`src/include/analog_config.svh`:
```
////////////////////////////////////////////////////////////
// Widths and counts for the ADC/DAC data path
// Single adc_clk domain, two channels A and B
// ADC pin word carries two reserved bits at the bottom
////////////////////////////////////////////////////////////

`ifndef ANALOG_CONFIG_SVH
`define ANALOG_CONFIG_SVH

// Channel count, ports are still named A and B
`define ANALOG_NUM_CH 2

// Raw word on the ADC pins
`define ADC_RAW_W     16

// Reserved low bits of the raw word, dropped at capture
`define ADC_PAD_BITS  2

// Converted sample and DAC code width
`define SAMPLE_W      14

`endif

```
`src/design/adc_pkg.sv`:
```
////////////////////////////////////////////////////////////
// ADC side words, the converted sample type and the
// negative slope code rule shared by both converters
////////////////////////////////////////////////////////////

`default_nettype none

`include "analog_config.svh"

package adc_pkg;

  typedef logic        [`ADC_RAW_W-1:0] adc_raw_t;  // Pin word incl. padding
  typedef logic signed [`SAMPLE_W-1:0]  sample_t;   // Two's complement sample

  // Pin code of a zero sample (midscale, negative slope)
  localparam logic [`SAMPLE_W-1:0] MID_CODE = {1'b0, {(`SAMPLE_W-1){1'b1}}};

  // Same rule both ways: keep MSB, invert the rest
  function automatic logic [`SAMPLE_W-1:0] flip_slope(input logic [`SAMPLE_W-1:0] code);
    return {code[`SAMPLE_W-1], ~code[`SAMPLE_W-2:0]};
  endfunction

endpackage

`default_nettype wire

```
`src/design/dac_pkg.sv`:
```
////////////////////////////////////////////////////////////
// DAC side types: raw sum, saturation limits, DAC code
// Sum is one bit wider than a sample, so a single
// overflow bit is enough to detect clipping
////////////////////////////////////////////////////////////

`default_nettype none

`include "analog_config.svh"

package dac_pkg;

  import adc_pkg::sample_t;

  // Generator + controller, one guard bit
  typedef logic signed [`SAMPLE_W:0] sum_t;

  // Unsigned negative slope code on the DAC pins
  typedef logic [`SAMPLE_W-1:0] dac_code_t;

  // Saturation limits of a 14-bit sample
  localparam sample_t SAT_MAX = {1'b0, {(`SAMPLE_W-1){1'b1}}};  // Most positive
  localparam sample_t SAT_MIN = {1'b1, {(`SAMPLE_W-1){1'b0}}};  // Most negative

  // Zero sample after reset
  localparam sample_t SAMPLE_ZERO = '0;

endpackage

`default_nettype wire

```
`src/design/adc_frontend.sv`:
```
////////////////////////////////////////////////////////////
// ADC capture for both channels
// Raw words go through one shared IO-stage register bank
// Output is combinational after that register, so the
// ADC path has one cycle of latency
// Loopback bypasses the ADC with no added delay
////////////////////////////////////////////////////////////

`timescale 1ns/1ns
`default_nettype none

`include "analog_config.svh"

module adc_frontend (
  input  logic              adc_clk,
  input  logic              rst_i,
  // ADC pins
  input  adc_pkg::adc_raw_t adc_dat_a_i,
  input  adc_pkg::adc_raw_t adc_dat_b_i,
  // Loopback source, DAC-bound samples
  input  logic              digital_loop_i,
  input  adc_pkg::sample_t  loop_a_i,
  input  adc_pkg::sample_t  loop_b_i,
  // Converted samples
  output adc_pkg::sample_t  adc_dat_a_o,
  output adc_pkg::sample_t  adc_dat_b_o
);

  import adc_pkg::*;

  ////////////////////////////////////////////////////////////
  // Pin-side registers
  ////////////////////////////////////////////////////////////

  logic [`SAMPLE_W-1:0] raw_a_q;  // Upper bits of pin word A
  logic [`SAMPLE_W-1:0] raw_b_q;  // Upper bits of pin word B

  // Reserved low bits are never stored
  always_ff @(posedge adc_clk)
  begin
    if (rst_i)
    begin
      raw_a_q <= MID_CODE;  // Reads back as zero sample
      raw_b_q <= MID_CODE;
    end
    else
    begin
      raw_a_q <= adc_dat_a_i[`ADC_RAW_W-1:`ADC_PAD_BITS];
      raw_b_q <= adc_dat_b_i[`ADC_RAW_W-1:`ADC_PAD_BITS];
    end
  end

  ////////////////////////////////////////////////////////////
  // Conversion and loopback select
  ////////////////////////////////////////////////////////////

  sample_t conv_a;
  sample_t conv_b;

  // Negative slope unsigned -> two's complement
  assign conv_a = sample_t'(flip_slope(raw_a_q));
  assign conv_b = sample_t'(flip_slope(raw_b_q));

  // Loop takes the current saturated sample directly
  assign adc_dat_a_o = digital_loop_i ? loop_a_i : conv_a;
  assign adc_dat_b_o = digital_loop_i ? loop_b_i : conv_b;

endmodule

`default_nettype wire

```
`src/design/dac_channel.sv`:
```
////////////////////////////////////////////////////////////
// One DAC channel: generator + controller sum, saturated
// to 14 bits and registered once
// clip_o is high for exactly the registered samples that
// were limited
////////////////////////////////////////////////////////////

`timescale 1ns/1ns
`default_nettype none

`include "analog_config.svh"

module dac_channel (
  input  logic             adc_clk,
  input  logic             rst_i,
  input  adc_pkg::sample_t gen_dat_i,  // Generator sample
  input  adc_pkg::sample_t ctl_dat_i,  // Controller sample
  output adc_pkg::sample_t sat_dat_o,  // Saturated, registered
  output logic             clip_o      // Sample was limited
);

  import adc_pkg::*;
  import dac_pkg::*;

  sum_t    sum;
  logic    ovf;
  sample_t sat;

  // Sign extend both operands to the guard width
  assign sum = sum_t'(gen_dat_i) + sum_t'(ctl_dat_i);

  // Top two sum bits disagree -> out of 14-bit range
  assign ovf = sum[`SAMPLE_W] ^ sum[`SAMPLE_W-1];

  // Limit by the sign of the full sum
  always_comb
  begin
    if (ovf)
      sat = sum[`SAMPLE_W] ? SAT_MIN : SAT_MAX;
    else
      sat = sample_t'(sum[`SAMPLE_W-1:0]);  // In range, drop guard bit
  end

  ////////////////////////////////////////////////////////////
  // Output register
  ////////////////////////////////////////////////////////////

  sample_t sat_q;
  logic    clip_q;

  always_ff @(posedge adc_clk)
  begin
    if (rst_i)
    begin
      sat_q  <= SAMPLE_ZERO;
      clip_q <= 1'b0;
    end
    else
    begin
      sat_q  <= sat;
      clip_q <= ovf;  // Tracks the sample it belongs to
    end
  end

  assign sat_dat_o = sat_q;
  assign clip_o    = clip_q;

endmodule

`default_nettype wire

```
`src/design/dac_interleave.sv`:
```
////////////////////////////////////////////////////////////
// Word-interleaved DAC bus from two channels
// Select toggles every cycle, so each channel is updated
// at half the adc_clk rate
// A pair is captured when select rises: A while select is
// high, B on the following low cycle
// DAC reset is held one cycle past rst_i
////////////////////////////////////////////////////////////

`timescale 1ns/1ns
`default_nettype none

module dac_interleave (
  input  logic                adc_clk,
  input  logic                rst_i,
  input  adc_pkg::sample_t    sat_a_i,    // Channel A sample
  input  adc_pkg::sample_t    sat_b_i,    // Channel B sample
  output dac_pkg::dac_code_t  dac_dat_o,  // Shared DAC data
  output logic                dac_sel_o,  // High = channel A
  output logic                dac_rst_o   // DAC reset, stretched
);

  import adc_pkg::*;
  import dac_pkg::*;

  dac_code_t code_a;
  dac_code_t code_b;

  // Two's complement -> negative slope offset code
  assign code_a = dac_code_t'(flip_slope(sat_a_i));
  assign code_b = dac_code_t'(flip_slope(sat_b_i));

  ////////////////////////////////////////////////////////////
  // Select toggle and reset stretch
  ////////////////////////////////////////////////////////////

  logic sel_q;
  logic rst_q;

  always_ff @(posedge adc_clk)
  begin
    rst_q <= rst_i;  // One cycle longer than rst_i
    if (rst_i)
      sel_q <= 1'b0;
    else
      sel_q <= ~sel_q;
  end

  ////////////////////////////////////////////////////////////
  // Data register and B holding stage
  ////////////////////////////////////////////////////////////

  dac_code_t dat_q;
  dac_code_t hold_b_q;  // B word of the current pair

  always_ff @(posedge adc_clk)
  begin
    if (!sel_q)
      hold_b_q <= code_b;  // Pair captured as select rises
    if (rst_i || rst_q)
      dat_q <= dac_code_t'(MID_CODE);  // Zero sample on the pins
    else if (!sel_q)
      dat_q <= code_a;     // Select going high, A first
    else
      dat_q <= hold_b_q;   // Select going low, B of same pair
  end

  assign dac_dat_o = dat_q;
  assign dac_sel_o = sel_q;
  assign dac_rst_o = rst_q;

endmodule

`default_nettype wire

```
`src/design/analog_top.sv`:
```
////////////////////////////////////////////////////////////
// Analog data path top, single adc_clk domain
// Generator and controller streams come in as ports, one
// sample per cycle, no handshake and no stalls
// Saturated samples feed both the DAC bus and loopback
////////////////////////////////////////////////////////////

`timescale 1ns/1ns
`default_nettype none

`include "analog_config.svh"

module analog_top (
  input  logic               adc_clk,
  input  logic               rst_i,
  // ADC pins
  input  adc_pkg::adc_raw_t  adc_dat_a_i,
  input  adc_pkg::adc_raw_t  adc_dat_b_i,
  // Sample streams to be summed per channel
  input  adc_pkg::sample_t   gen_dat_a_i,
  input  adc_pkg::sample_t   gen_dat_b_i,
  input  adc_pkg::sample_t   ctl_dat_a_i,
  input  adc_pkg::sample_t   ctl_dat_b_i,
  input  logic               digital_loop_i,  // DAC samples replace ADC
  // Converted ADC samples
  output adc_pkg::sample_t   adc_dat_a_o,
  output adc_pkg::sample_t   adc_dat_b_o,
  // DAC pins
  output dac_pkg::dac_code_t dac_dat_o,
  output logic               dac_sel_o,
  output logic               dac_rst_o,
  // Saturation flags
  output logic               clip_a_o,
  output logic               clip_b_o
);

  import adc_pkg::*;

  // Per-channel arrays, index 0 = A, 1 = B
  sample_t gen_dat [`ANALOG_NUM_CH];
  sample_t ctl_dat [`ANALOG_NUM_CH];
  sample_t sat_dat [`ANALOG_NUM_CH];
  logic    clip    [`ANALOG_NUM_CH];

  assign gen_dat[0] = gen_dat_a_i;
  assign gen_dat[1] = gen_dat_b_i;
  assign ctl_dat[0] = ctl_dat_a_i;
  assign ctl_dat[1] = ctl_dat_b_i;

  ////////////////////////////////////////////////////////////
  // ADC front end
  ////////////////////////////////////////////////////////////

  adc_frontend u_adc (
    .adc_clk        (adc_clk),
    .rst_i          (rst_i),
    .adc_dat_a_i    (adc_dat_a_i),
    .adc_dat_b_i    (adc_dat_b_i),
    .digital_loop_i (digital_loop_i),
    .loop_a_i       (sat_dat[0]),  // Loop source A
    .loop_b_i       (sat_dat[1]),  // Loop source B
    .adc_dat_a_o    (adc_dat_a_o),
    .adc_dat_b_o    (adc_dat_b_o)
  );

  ////////////////////////////////////////////////////////////
  // Summation and saturation, one per channel
  ////////////////////////////////////////////////////////////

  for (genvar ch = 0; ch < `ANALOG_NUM_CH; ch++)
  begin : g_ch
    dac_channel u_dac_ch (
      .adc_clk   (adc_clk),
      .rst_i     (rst_i),
      .gen_dat_i (gen_dat[ch]),
      .ctl_dat_i (ctl_dat[ch]),
      .sat_dat_o (sat_dat[ch]),
      .clip_o    (clip[ch])
    );
  end

  assign clip_a_o = clip[0];
  assign clip_b_o = clip[1];

  // DAC bus, A/B interleaved
  dac_interleave u_dac_bus (
    .adc_clk   (adc_clk),
    .rst_i     (rst_i),
    .sat_a_i   (sat_dat[0]),
    .sat_b_i   (sat_dat[1]),
    .dac_dat_o (dac_dat_o),
    .dac_sel_o (dac_sel_o),
    .dac_rst_o (dac_rst_o)
  );

endmodule

`default_nettype wire

```
`config.mk`:
```
export PLATFORM = sky130hd
export DESIGN_NAME = analog_top
export DESIGN_NICKNAME = d
export VERILOG_FILES = /design/src/design/adc_pkg.sv /design/src/design/dac_pkg.sv /design/src/design/adc_frontend.sv /design/src/design/dac_channel.sv /design/src/design/dac_interleave.sv /design/src/design/analog_top.sv
export VERILOG_INCLUDE_DIRS = /design/src /design/src/include
export SDC_FILE = /design/constraint.sdc
export NUM_CORES = 1
export LEC_CHECK = 0
export BUFFER_PORTS_ARGS = -buffer_cell sky130_fd_sc_hd__buf_2
export CORE_MARGIN = 2
export CORE_UTILIZATION = 56
export DETAILED_ROUTE_END_ITERATION = 6
export HOLD_SLACK_MARGIN = 0.1
export PLACE_DENSITY = 0.95
export REMOVE_ABC_BUFFERS = 1
export SLEW_MARGIN = 15
export SYNTH_ARGS = -nofsm -noshare
export SYNTH_HDL_FRONTEND = slang
export SYNTH_SLANG_ARGS = --single-unit
export TNS_END_PERCENT = 20
```
`constraint.sdc`:
```
create_clock -name adc_clk -period 4.43 [get_ports adc_clk]
set_clock_uncertainty 0.1 [all_clocks]
set_input_delay 0.443 -clock adc_clk [delete_from_list [all_inputs] [get_ports adc_clk]]
set_output_delay 0.443 -clock adc_clk [all_outputs]
set_load 0.03 [all_outputs]
```
==> results of run 1 <==
[placed cells by master, fill, tap and decap left out, drive strengths merged, types with 10 or more instances in the layout]
cell / netlist / final
o21ai: 21 / 21
or2: 29 / 29
clkbuf: 13 / 10
o31ai: 12 / 12
nor2: 15 / 15
xnor2: 11 / 11
nand2: 40 / 40
mux2i: 22 / 22
a21o: 12 / 12
o211ai: 17 / 17
a21oi: 29 / 29
edfxtp: 14 / 14
inv: 31 / 34
dfxtp: 74 / 74
ha: 28 / 28
buf: 10 / 134
[final cells by class]
cell class              instances  area [um^2]
clock buffers                  10          138
clock inverters                 6         72.6
fillers                       593         2350
inverters                      31          116
multi-input cells             321         2350
flip-flops and latches         88         1900
well taps                     102          128
repair buffers                134          676
[power by group through the flow]
stage          registers [uW]  logic, uW  clock network, uW
3_3_place_gp              966        575                  0
6_report                  952        598                574
4_1_cts                   952        595                582
2_1_floorplan             984        387                  0
5_1_grt                   962        654                615
3_5_place_dp              970        590                  0
[layer usage]
layer	global-route usage, %	vias to the layer above	routed length [um]
met2	41.4	157	5030
met4	11.3	0	347
li1	-	1904	-
met3	2.90	33	667
met5	0	-	0
met1	30.9	1787	4380
[sequential cells by signal (all words and copies together) (netlist names)]
| signal | count |
|---|---|
| u_dac_bus.hold_b_q | 14 |
| u_dac_bus.dac_dat_o | 14 |
| u_adc.raw_b_q | 14 |
| u_dac_bus.dac_sel_o | 1 |
| u_adc.raw_a_q | 14 |
| u_dac_bus.dac_rst_o | 1 |
| g_ch.u_dac_ch.clip_o | 2 |
| g_ch.u_dac_ch.sat_dat_o | 28 |
[critical path: stages]
cell and delay (ns):
buf_2 0.10, ha_1 0.35, and2_1 0.22, a221oi_1 0.35, o21ai_0 0.21, a311oi_1 0.41, xnor2_1 0.25, nand3_1 0.45
o31ai_1 0.21
[cell families (layout without fill, tap and decap cells)]
kind of cell / count (synthesis) / in the layout / synth area share (%)
mux: 25 / 25 / 5.68
xor+xnor: 19 / 19 / 3.72
flops: 88 / 88 / 42.6
simple gates: 117 / 117 / 13.2
buf+inv: 54 / 181 / 4.93
compound gates: 130 / 130 / 21.2
fa+ha+maj: 30 / 30 / 8.73
[Yosys cell counts (4+ instances only)]
master,instances,share of area [%]
xor2_1,8,1.6
ha_1,28,7.8
dfxtp_1,74,33
nor3_1,4,0.45
buf_2,5,0.56
a21o_1,11,1.8
o21ai_0,19,2.1
a221oi_1,5,0.98
nor2b_1,4,0.56
nand2b_1,4,0.56
inv_1,31,2.6
mux2i_1,22,4.9
edfxtp_1,14,9.4
o31ai_1,12,2.0
nand3_1,7,0.78
a31oi_1,4,0.56
nand2_1,40,3.4
o211ai_1,17,2.9
or2_2,27,3.8
nor2_1,14,1.2
xnor2_1,11,2.2
a21oi_1,22,2.5
a21oi_2,7,1.4
clkbuf_1,13,1.1
[final timing paths]
path	endpoint	cells after the start	startpoint
setup / recovery	g_ch[0].u_dac_ch.sat_dat_o[3]	9	gen_dat_a_i[3]
setup reg to reg	u_dac_bus.dac_dat_o[11]	2	u_dac_bus.dac_rst_o
hold / removal	u_adc.raw_a_q[0]	2	adc_dat_a_i[2]
hold reg to reg	u_dac_bus.hold_b_q[7]	1	g_ch[1].u_dac_ch.sat_dat_o[7]
[stage by stage]
step           worst slack [ns]  instance area, um^2
4_1_cts                    1.63                 5380
2_1_floorplan              1.83                 4370
3_3_place_gp               1.44                 5170
3_5_place_dp               1.30                 5170
6_report                   1.59                 5380
5_1_grt                    1.32                 5380
==> results.toml, run 1 <==
[placed_design]
gp_congestion = 0.920
place_inst = 676
post-dp-hpwl_mm = 7.80
portBuffers = 132

[logic_synthesis]
async_flop_share_pct = 0
syn-instance-count = 463
avgSynthCellArea_um2 = 9.65
netlist_area_um2 = 4470
ys_ff_latch = 88
yosysUniqueCellTypes = 62
synth_edf_count = 14
yosysWarningCount = 0
synthFlopType = "dfxtp_1"
yosysSeqAreaShare_pct = 42.6

[route]
first_pass_iters = 5
dr_total_vias = 3881
viasPerCell = 5.61
first_iter_violations = 234
wl_per_cell_um = 15.1
postRouteAntennaNets = 0
drcViolationCount = 0
routed_wirelength_mm = 10.4

[power_and_ir_drop]
powerDensity_nw_per_um2 = 395
combPwrFrac_pct = 28.1
intPower_uw = 1420
p_seq_share_pct = 44.8
switching_share_pct = 33.2
p_sw_uw = 705
vdd_ir_drop_max_v = 0.000199
p_leak_uw = 0.00250
clockPowerShare_pct = 27.0
power_uw = 2120

[global_routing]
grt_max_degree = 62
grt_pass1_vias = 3750
grt_first_pass_wirelength_mm = 17.0
grt-ovfl-total = 0
grt_use_total_pct = 24.3
grt_antenna_before_repair = 0

[run]
max_cap_viol_count = 0

[final_layout]
instances_no_fill = 692
nets = 706
diodes = 0
area_delta_synth_final_pct = 20.4
drive_gt1_share_pct = 33.1
final_core_util_pct = 69.6

[sta]
hold_viol_final = 0
fmax_ghz = 0.352
rsz0062_at_grt = "false"
drv_slew = 0
period_needed_ns = 2.84
finalSetupViolations = 0
finalSetupTns_ns = 0
tightestPinTransition_ns = 0.912
min_period_over_period_pct = 64.1
relSlewSlack_pct = 39.2
whs_ns = 0.165

[die]
fp.dieH_um = 93.3
coreArea_um2 = 7730
initial_core_util_pct = 57.8
fp.dieW_um = 93.3
die-area_um2 = 8710
rows = 32
top_level_ports = 137

[cts]
cts_sinks = 88
root_buffer = "clkbuf_8"
postCtsHoldBufs = 0
cts-htree-levels = 3
cts_resized = 0
cts_buffer_depth = 2
cts_tree = "built"
clk_pin_slew_ns = 0.09
cts-buffers-inserted = 9
insertion_delay_ns = 0.35
cts_setup_buffers = 0

[worst_setup_path]
r2r_slack_ns = 2.87
worstPathArrival_ns = 3.00
startpoint_type = "input pin"
crit_type = "in2reg"
critical_path.endpoint_type = "flop"
crit_required_ns = 4.60
crit_fanout = 13

[worst_hold_path]
min_path_type = "in2reg"

[outcome]
status = "completed"
(Power assumes the default switching activity.)
==> run 2, diff against run 1 <==
- CORE_UTILIZATION: 56 -> 47
- PLACE_DENSITY: 0.95 -> 0.88
- clock period: 4.43 -> 2.59 ns (I/O delays scaled with it)
==> run 2 against run 1 <==
  * Sequential power grew 71%
  * Cell area increased by 9.0%
  * Core utilization down 6.1 points
  * Worst setup slack lost 1.4 ns
  * Sequential share of layout area decreased by 2.9 points
  * Die area grew 18%
  * Critical path type unchanged
  * Critical endpoint is now g_ch[0].u_dac_ch.sat_dat_o[1]
==> results.toml, run 2 (synthesis results as in run 1) <==
[global_routing]
grt-ovfl-total = 0
grt_antenna_before_repair = 0
grt_use_total_pct = 20.1
grt_first_pass_wirelength_mm = 16.6
grt_max_degree = 44
grt_pass1_vias = 3774

[final_layout]
final_cell_mix = "132 x buf_2, 74 x dfxtp_1, 40 x nand2_1"
fill_cells = 764
area_delta_synth_final_pct = 31.2
instances_no_fill = 772
diodes = 0
final_common_cell = "buf_2"
nets = 759
largest_register_ffs = 28
fin_area_um2 = 5860
drive_gt1_share_pct = 34.2

[power_and_ir_drop]
power_uw = 3610
switching_share_pct = 33.8
vdd_ir_drop_max_v = 0.000323
p_sw_uw = 1220
powerDensity_nw_per_um2 = 615
intPower_uw = 2390
p_leak_uw = 0.00273
clockPowerShare_pct = 24.0
p_seq_share_pct = 45.1
combPwrFrac_pct = 31.0

[cts]
cts-buffers-inserted = 9
root_buffer = "clkbuf_8"
cts_tree = "built"
cts_resized = 0
postCtsHoldBufs = 28
cts-htree-levels = 3
cts_buffer_depth = 2
cts_setup_buffers = 0
cts_sinks = 88
clk_pin_slew_ns = 0.10
insertion_delay_ns = 0.35

[route]
first_iter_violations = 117
viasPerCell = 5.11
dr_total_vias = 3947
routed_wirelength_mm = 10.8
first_pass_iters = 4
drcViolationCount = 0
postRouteAntennaNets = 0
wl_per_cell_um = 14.0

[worst_setup_path]
worstPathArrival_ns = 2.51
crit_required_ns = 2.75
cpPeakStageDelay_ns = 0.39
crit_fanout = 13
critical-path-top-delay-family = "compound AO/OA/AOI/OAI gates"
crit_path_cell_trace = "buf_2 -> ha_1 -> and2_1 -> a221oi_1 -> o21ai_0 -> a311oi_1 -> xnor2_1 -> buf_4 -> nand3_1 -> buf_4 -> o21ai_0"
crit_type = "in2reg"
crit_slowest_cell = "a311oi_1"
startpoint_type = "input pin"
critical_path.endpoint_type = "flop"
critical_path_buf_inv_count = 3

[placed_design]
place_inst = 728
dpl_cell_area_um2 = 5400
gp_congestion = 0.877
place_ws_ns = -0.0595
post-dp-hpwl_mm = 8.11
portBuffers = 132

[die]
coreArea_um2 = 9240
fp.dieH_um = 102
initial_core_util_pct = 48.4
top_level_ports = 137
fp.dieW_um = 102
rows = 35
die-area_um2 = 10300

[sta]
hold_viol_final = 0
tightestPinTransition_ns = 0.740
relSlewSlack_pct = 50.7
fmax_ghz = 0.425
drv_slew = 0
whs_ns = 0.262
finalSetupViolations = 0
rsz0062_at_grt = "false"
min_period_over_period_pct = 90.9
setup_ws_ns = 0.235
period_needed_ns = 2.35

[outcome]
status = "completed"

[run]
max_cap_viol_count = 0

[worst_hold_path]
min_path_type = "in2reg"
[run 2: cell count changes in the layout (fill, tap and decap cells not counted), sizes merged]
cell | previous run | this run
dlygate4sd3 | 0 | 28
buf | 134 | 159
inv | 34 | 37
bufinv | 1 | 0
clkbuf | 10 | 9
clkinv | 2 | 1
[run 2: layout make-up]
cell class	count	area, um^2	area share [%]
inverters	31	116	1.98
well taps	129	161	2.75
repair buffers	187	1160	19.7
clock inverters	7	57.6	0.981
flip-flops and latches	88	1900	32.4
multi-input cells	321	2350	40.0
clock buffers	9	124	2.11
[run 2: tightest hold or removal path: cells and delay by family]
family,cells,cell delay [ns]
AOI/OAI and AO/OA,1,0.18
adders and majority gates,1,0.11
buffers and inverters,1,0.08
and+or+nand+nor,1,0.04
[run 2: layer usage]
layer  track usage, %  vias up  share of wire [%]
met5                0        -                  0
met4             5.20        0                1.7
met3             4.07       15                4.3
met2             36.6      112                 50
met1             24.2     1814                 44
li1                 -     2006                  -
[run 2: final timing paths]
kind,startpoint,end,slack [ns],cells past startpoint
min,ctl_dat_a_i[0],g_ch[0].u_dac_ch.sat_dat_o[0],0.26,4
min reg2reg,g_ch[0].u_dac_ch.sat_dat_o[7],u_dac_bus.dac_dat_o[7],0.35,1
max reg2reg,u_dac_bus.dac_sel_o,u_dac_bus.hold_b_q[0],1.43,1
max,gen_dat_a_i[3],g_ch[0].u_dac_ch.sat_dat_o[1],0.24,11
[run 2: power groups by stage]
stage	Sequential (uW)	Combinational, uW	Clock, uW
after global placement	1650	1050	0
final	1630	1120	864
after floorplan	1680	663	0
after global routing	1640	1220	934
after detailed placement	1660	1070	0
after CTS	1630	1110	888
[run 2: through the flow]
stage | util [%] | setup TNS (ns)
3_3_place_gp | 58.5 | -0.0377
3_5_place_dp | 58.5 | -0.349
4_1_cts | 63.5 | 0
5_1_grt | 63.5 | 0
6_report | 63.5 | 0
2_1_floorplan | - | 0
==> run 3, diff against run 2 <==
--- a/config.mk
+++ b/config.mk
@@ -15,2 +15,3 @@
 export REMOVE_ABC_BUFFERS = 1
+export SETUP_SLACK_MARGIN = 0.05
 export SLEW_MARGIN = 15
--- a/constraint.sdc
+++ b/constraint.sdc
@@ -4,2 +4,2 @@
 set_output_delay 0.259 -clock adc_clk [all_outputs]
-set_load 0.03 [all_outputs]
+set_load 0.02 [all_outputs]
==> run 3 against run 2 <==
  * Critical path depth decreased by 1
  * Hold slack got worse by 0.12 ns
  * Highest routed layer unchanged
  * Sequential power is essentially flat
  * First-iteration DRC count decreased by 5.1%
  * Die area stayed put
  * Count of clock-buffer cells in the layout unchanged
  * Fmax is 0.22% higher
  * Core utilization is 0.23 points higher
  * Sequential cell count did not move
  * Global-route usage up 1.0 points
==> results.toml, run 3 (synthesis results as in run 1) <==
[outcome]
status = "completed"

[sta]
finalSetupViolations = 0
tightestPinTransition_ns = 0.558
setup_ws_ns = 0.240
period_needed_ns = 2.35
relSlewSlack_pct = 62.7
hold_viol_final = 0
min_period_over_period_pct = 90.7
rsz0062_at_grt = "false"
fmax_ghz = 0.426
drv_slew = 0

[power_and_ir_drop]
power_uw = 3580
vdd_ir_drop_max_v = 0.000319
intPower_uw = 2400
switching_share_pct = 33.0
p_seq_share_pct = 45.4
combPwrFrac_pct = 29.6
p_sw_uw = 1180
clockPowerShare_pct = 25.0
p_leak_uw = 0.00273
powerDensity_nw_per_um2 = 608

[cts]
cts_buffer_depth = 2
cts-htree-levels = 3
root_buffer = "clkbuf_8"
cts_tree = "built"
cts_setup_buffers = 0
cts-buffers-inserted = 9
clk_pin_slew_ns = 0.09
cts_sinks = 88
insertion_delay_ns = 0.36

[route]
viasPerCell = 5.15
first_iter_violations = 111
wl_per_cell_um = 14.2
first_pass_iters = 4
routed_wirelength_mm = 11.0
dr_total_vias = 3983
postRouteAntennaNets = 0
drcViolationCount = 0

[worst_setup_path]
rr_startpoint = "u_dac_bus.dac_sel_o"
cpPeakStageDelay_ns = 0.39
critical-path-top-delay-family = "compound AO/OA/AOI/OAI gates"
r2r_slack_ns = 1.16
crit_type = "in2reg"
crit_path_cell_trace = "buf_2 -> ha_1 -> and2_1 -> a221oi_1 -> o21ai_0 -> a311oi_1 -> xnor2_1 -> nor2_2 -> buf_12 -> o41ai_1"
r2r_end = "u_dac_bus.hold_b_q[11]"
critical_path_buf_inv_count = 2
crit_required_ns = 2.74
crit_slowest_cell = "a311oi_1"
crit_fanout = 13
rr_worst_depth = 2
worstPathArrival_ns = 2.50
startpoint_type = "input pin"
critical_path.endpoint_type = "flop"

[final_layout]
area_delta_synth_final_pct = 31.7
largest_register_ffs = 28
instances_no_fill = 773
diodes = 0
final_cell_mix = "132 x buf_2, 74 x dfxtp_1, 40 x nand2_1"
final_common_cell = "buf_2"
nets = 760
drive_gt1_share_pct = 34.3

[global_routing]
grt_antenna_before_repair = 0
grt-ovfl-total = 0
grt_pass1_vias = 3900
grt_max_degree = 31
grt_use_total_pct = 21.1
grt_first_pass_wirelength_mm = 17.4

[placed_design]
portBuffers = 132
place_inst = 729
post-dp-hpwl_mm = 8.40
gp_congestion = 0.883
place_ws_ns = -0.0912

[worst_hold_path]
min_path_type = "in2reg"
min_path_cells = 1
hold_path_end = "u_dac_bus.dac_rst_o"
hold_start = "rst_i"

[die]
coreArea_um2 = 9240
top_level_ports = 137
fp.dieH_um = 102
initial_core_util_pct = 48.4
fp.dieW_um = 102
die-area_um2 = 10300
rows = 35

[run]
max_cap_viol_count = 0
[run 3: changes by cell type in the layout (fill, tap and decap cells not counted), sizes merged]
cell    before  now
buf        159  160
clkinv       1    2
inv         37   36
[run 3: power by group through the flow]
stage          Sequential, uW  Combinational (uW)  Clock, uW
2_1_floorplan            1670                 616          0
3_3_place_gp             1650                 990          0
3_5_place_dp             1660                1020          0
4_1_cts                  1630                1050        915
5_1_grt                  1640                1160        967
6_report                 1620                1060        896
[run 3: stage by stage]
step                utilization (%)  instance area [um^2]  TNS (ns)  hold slack (ns)
detailed placement             58.6                  5410    -0.724            0.335
floorplan                         -                  4370         0            0.187
CTS                            63.7                  5890         0            0.124
global route                   63.7                  5890         0            0.145
global placement               58.6                  5410   -0.0314            0.326
finish                         63.7                  5890         0            0.147
[run 3: timing repair]
item                                    in CTS  in global routing
hold buffers                                28                  0
hold endpoints to repair                    28                  0
resized for setup                            0                  0
endpoints found under the setup margin       0                  0
[run 3: worst max path at each step]
stage | start | to | slack (ns) | cells after the start
2_1_floorplan | gen_dat_a_i[0] | g_ch[0].u_dac_ch.sat_dat_o[0] | 0.17 | 9
3_5_place_dp | gen_dat_a_i[3] | g_ch[0].u_dac_ch.sat_dat_o[4] | -0.09 | 10
6_report | gen_dat_a_i[3] | g_ch[0].u_dac_ch.sat_dat_o[4] | 0.24 | 10
5_1_grt | gen_dat_a_i[3] | g_ch[0].u_dac_ch.sat_dat_o[4] | 0.11 | 10
3_3_place_gp | gen_dat_a_i[3] | g_ch[0].u_dac_ch.sat_dat_o[1] | -0.02 | 11
4_1_cts | gen_dat_a_i[3] | g_ch[0].u_dac_ch.sat_dat_o[4] | 0.28 | 10
[run 3: layout make-up]
class,count,area [um^2]
Sequential cell,88,1900
Clock inverter,7,71.3
Timing Repair Buffer,188,1160
Inverter,31,116
Clock buffer,9,124
Fill cell,772,3350
Multi-Input combinational cell,321,2350
Tap cell,129,161
[run 3: layer usage]
metal / vias up / track usage [%] / share of wire [%]
met5: - / 0 / 0
li1: 2013 / - / -
met3: 16 / 3.86 / 4.4
met4: 0 / 5.82 / 1.6
met1: 1847 / 24.7 / 43
met2: 107 / 39.3 / 51
[run 3: worst register-to-register path, delay by kind of cell (launching register included)]
family / cells / cell delay [ns]
DFF: 1 / 0.30
buffers and inverters: 2 / 0.67
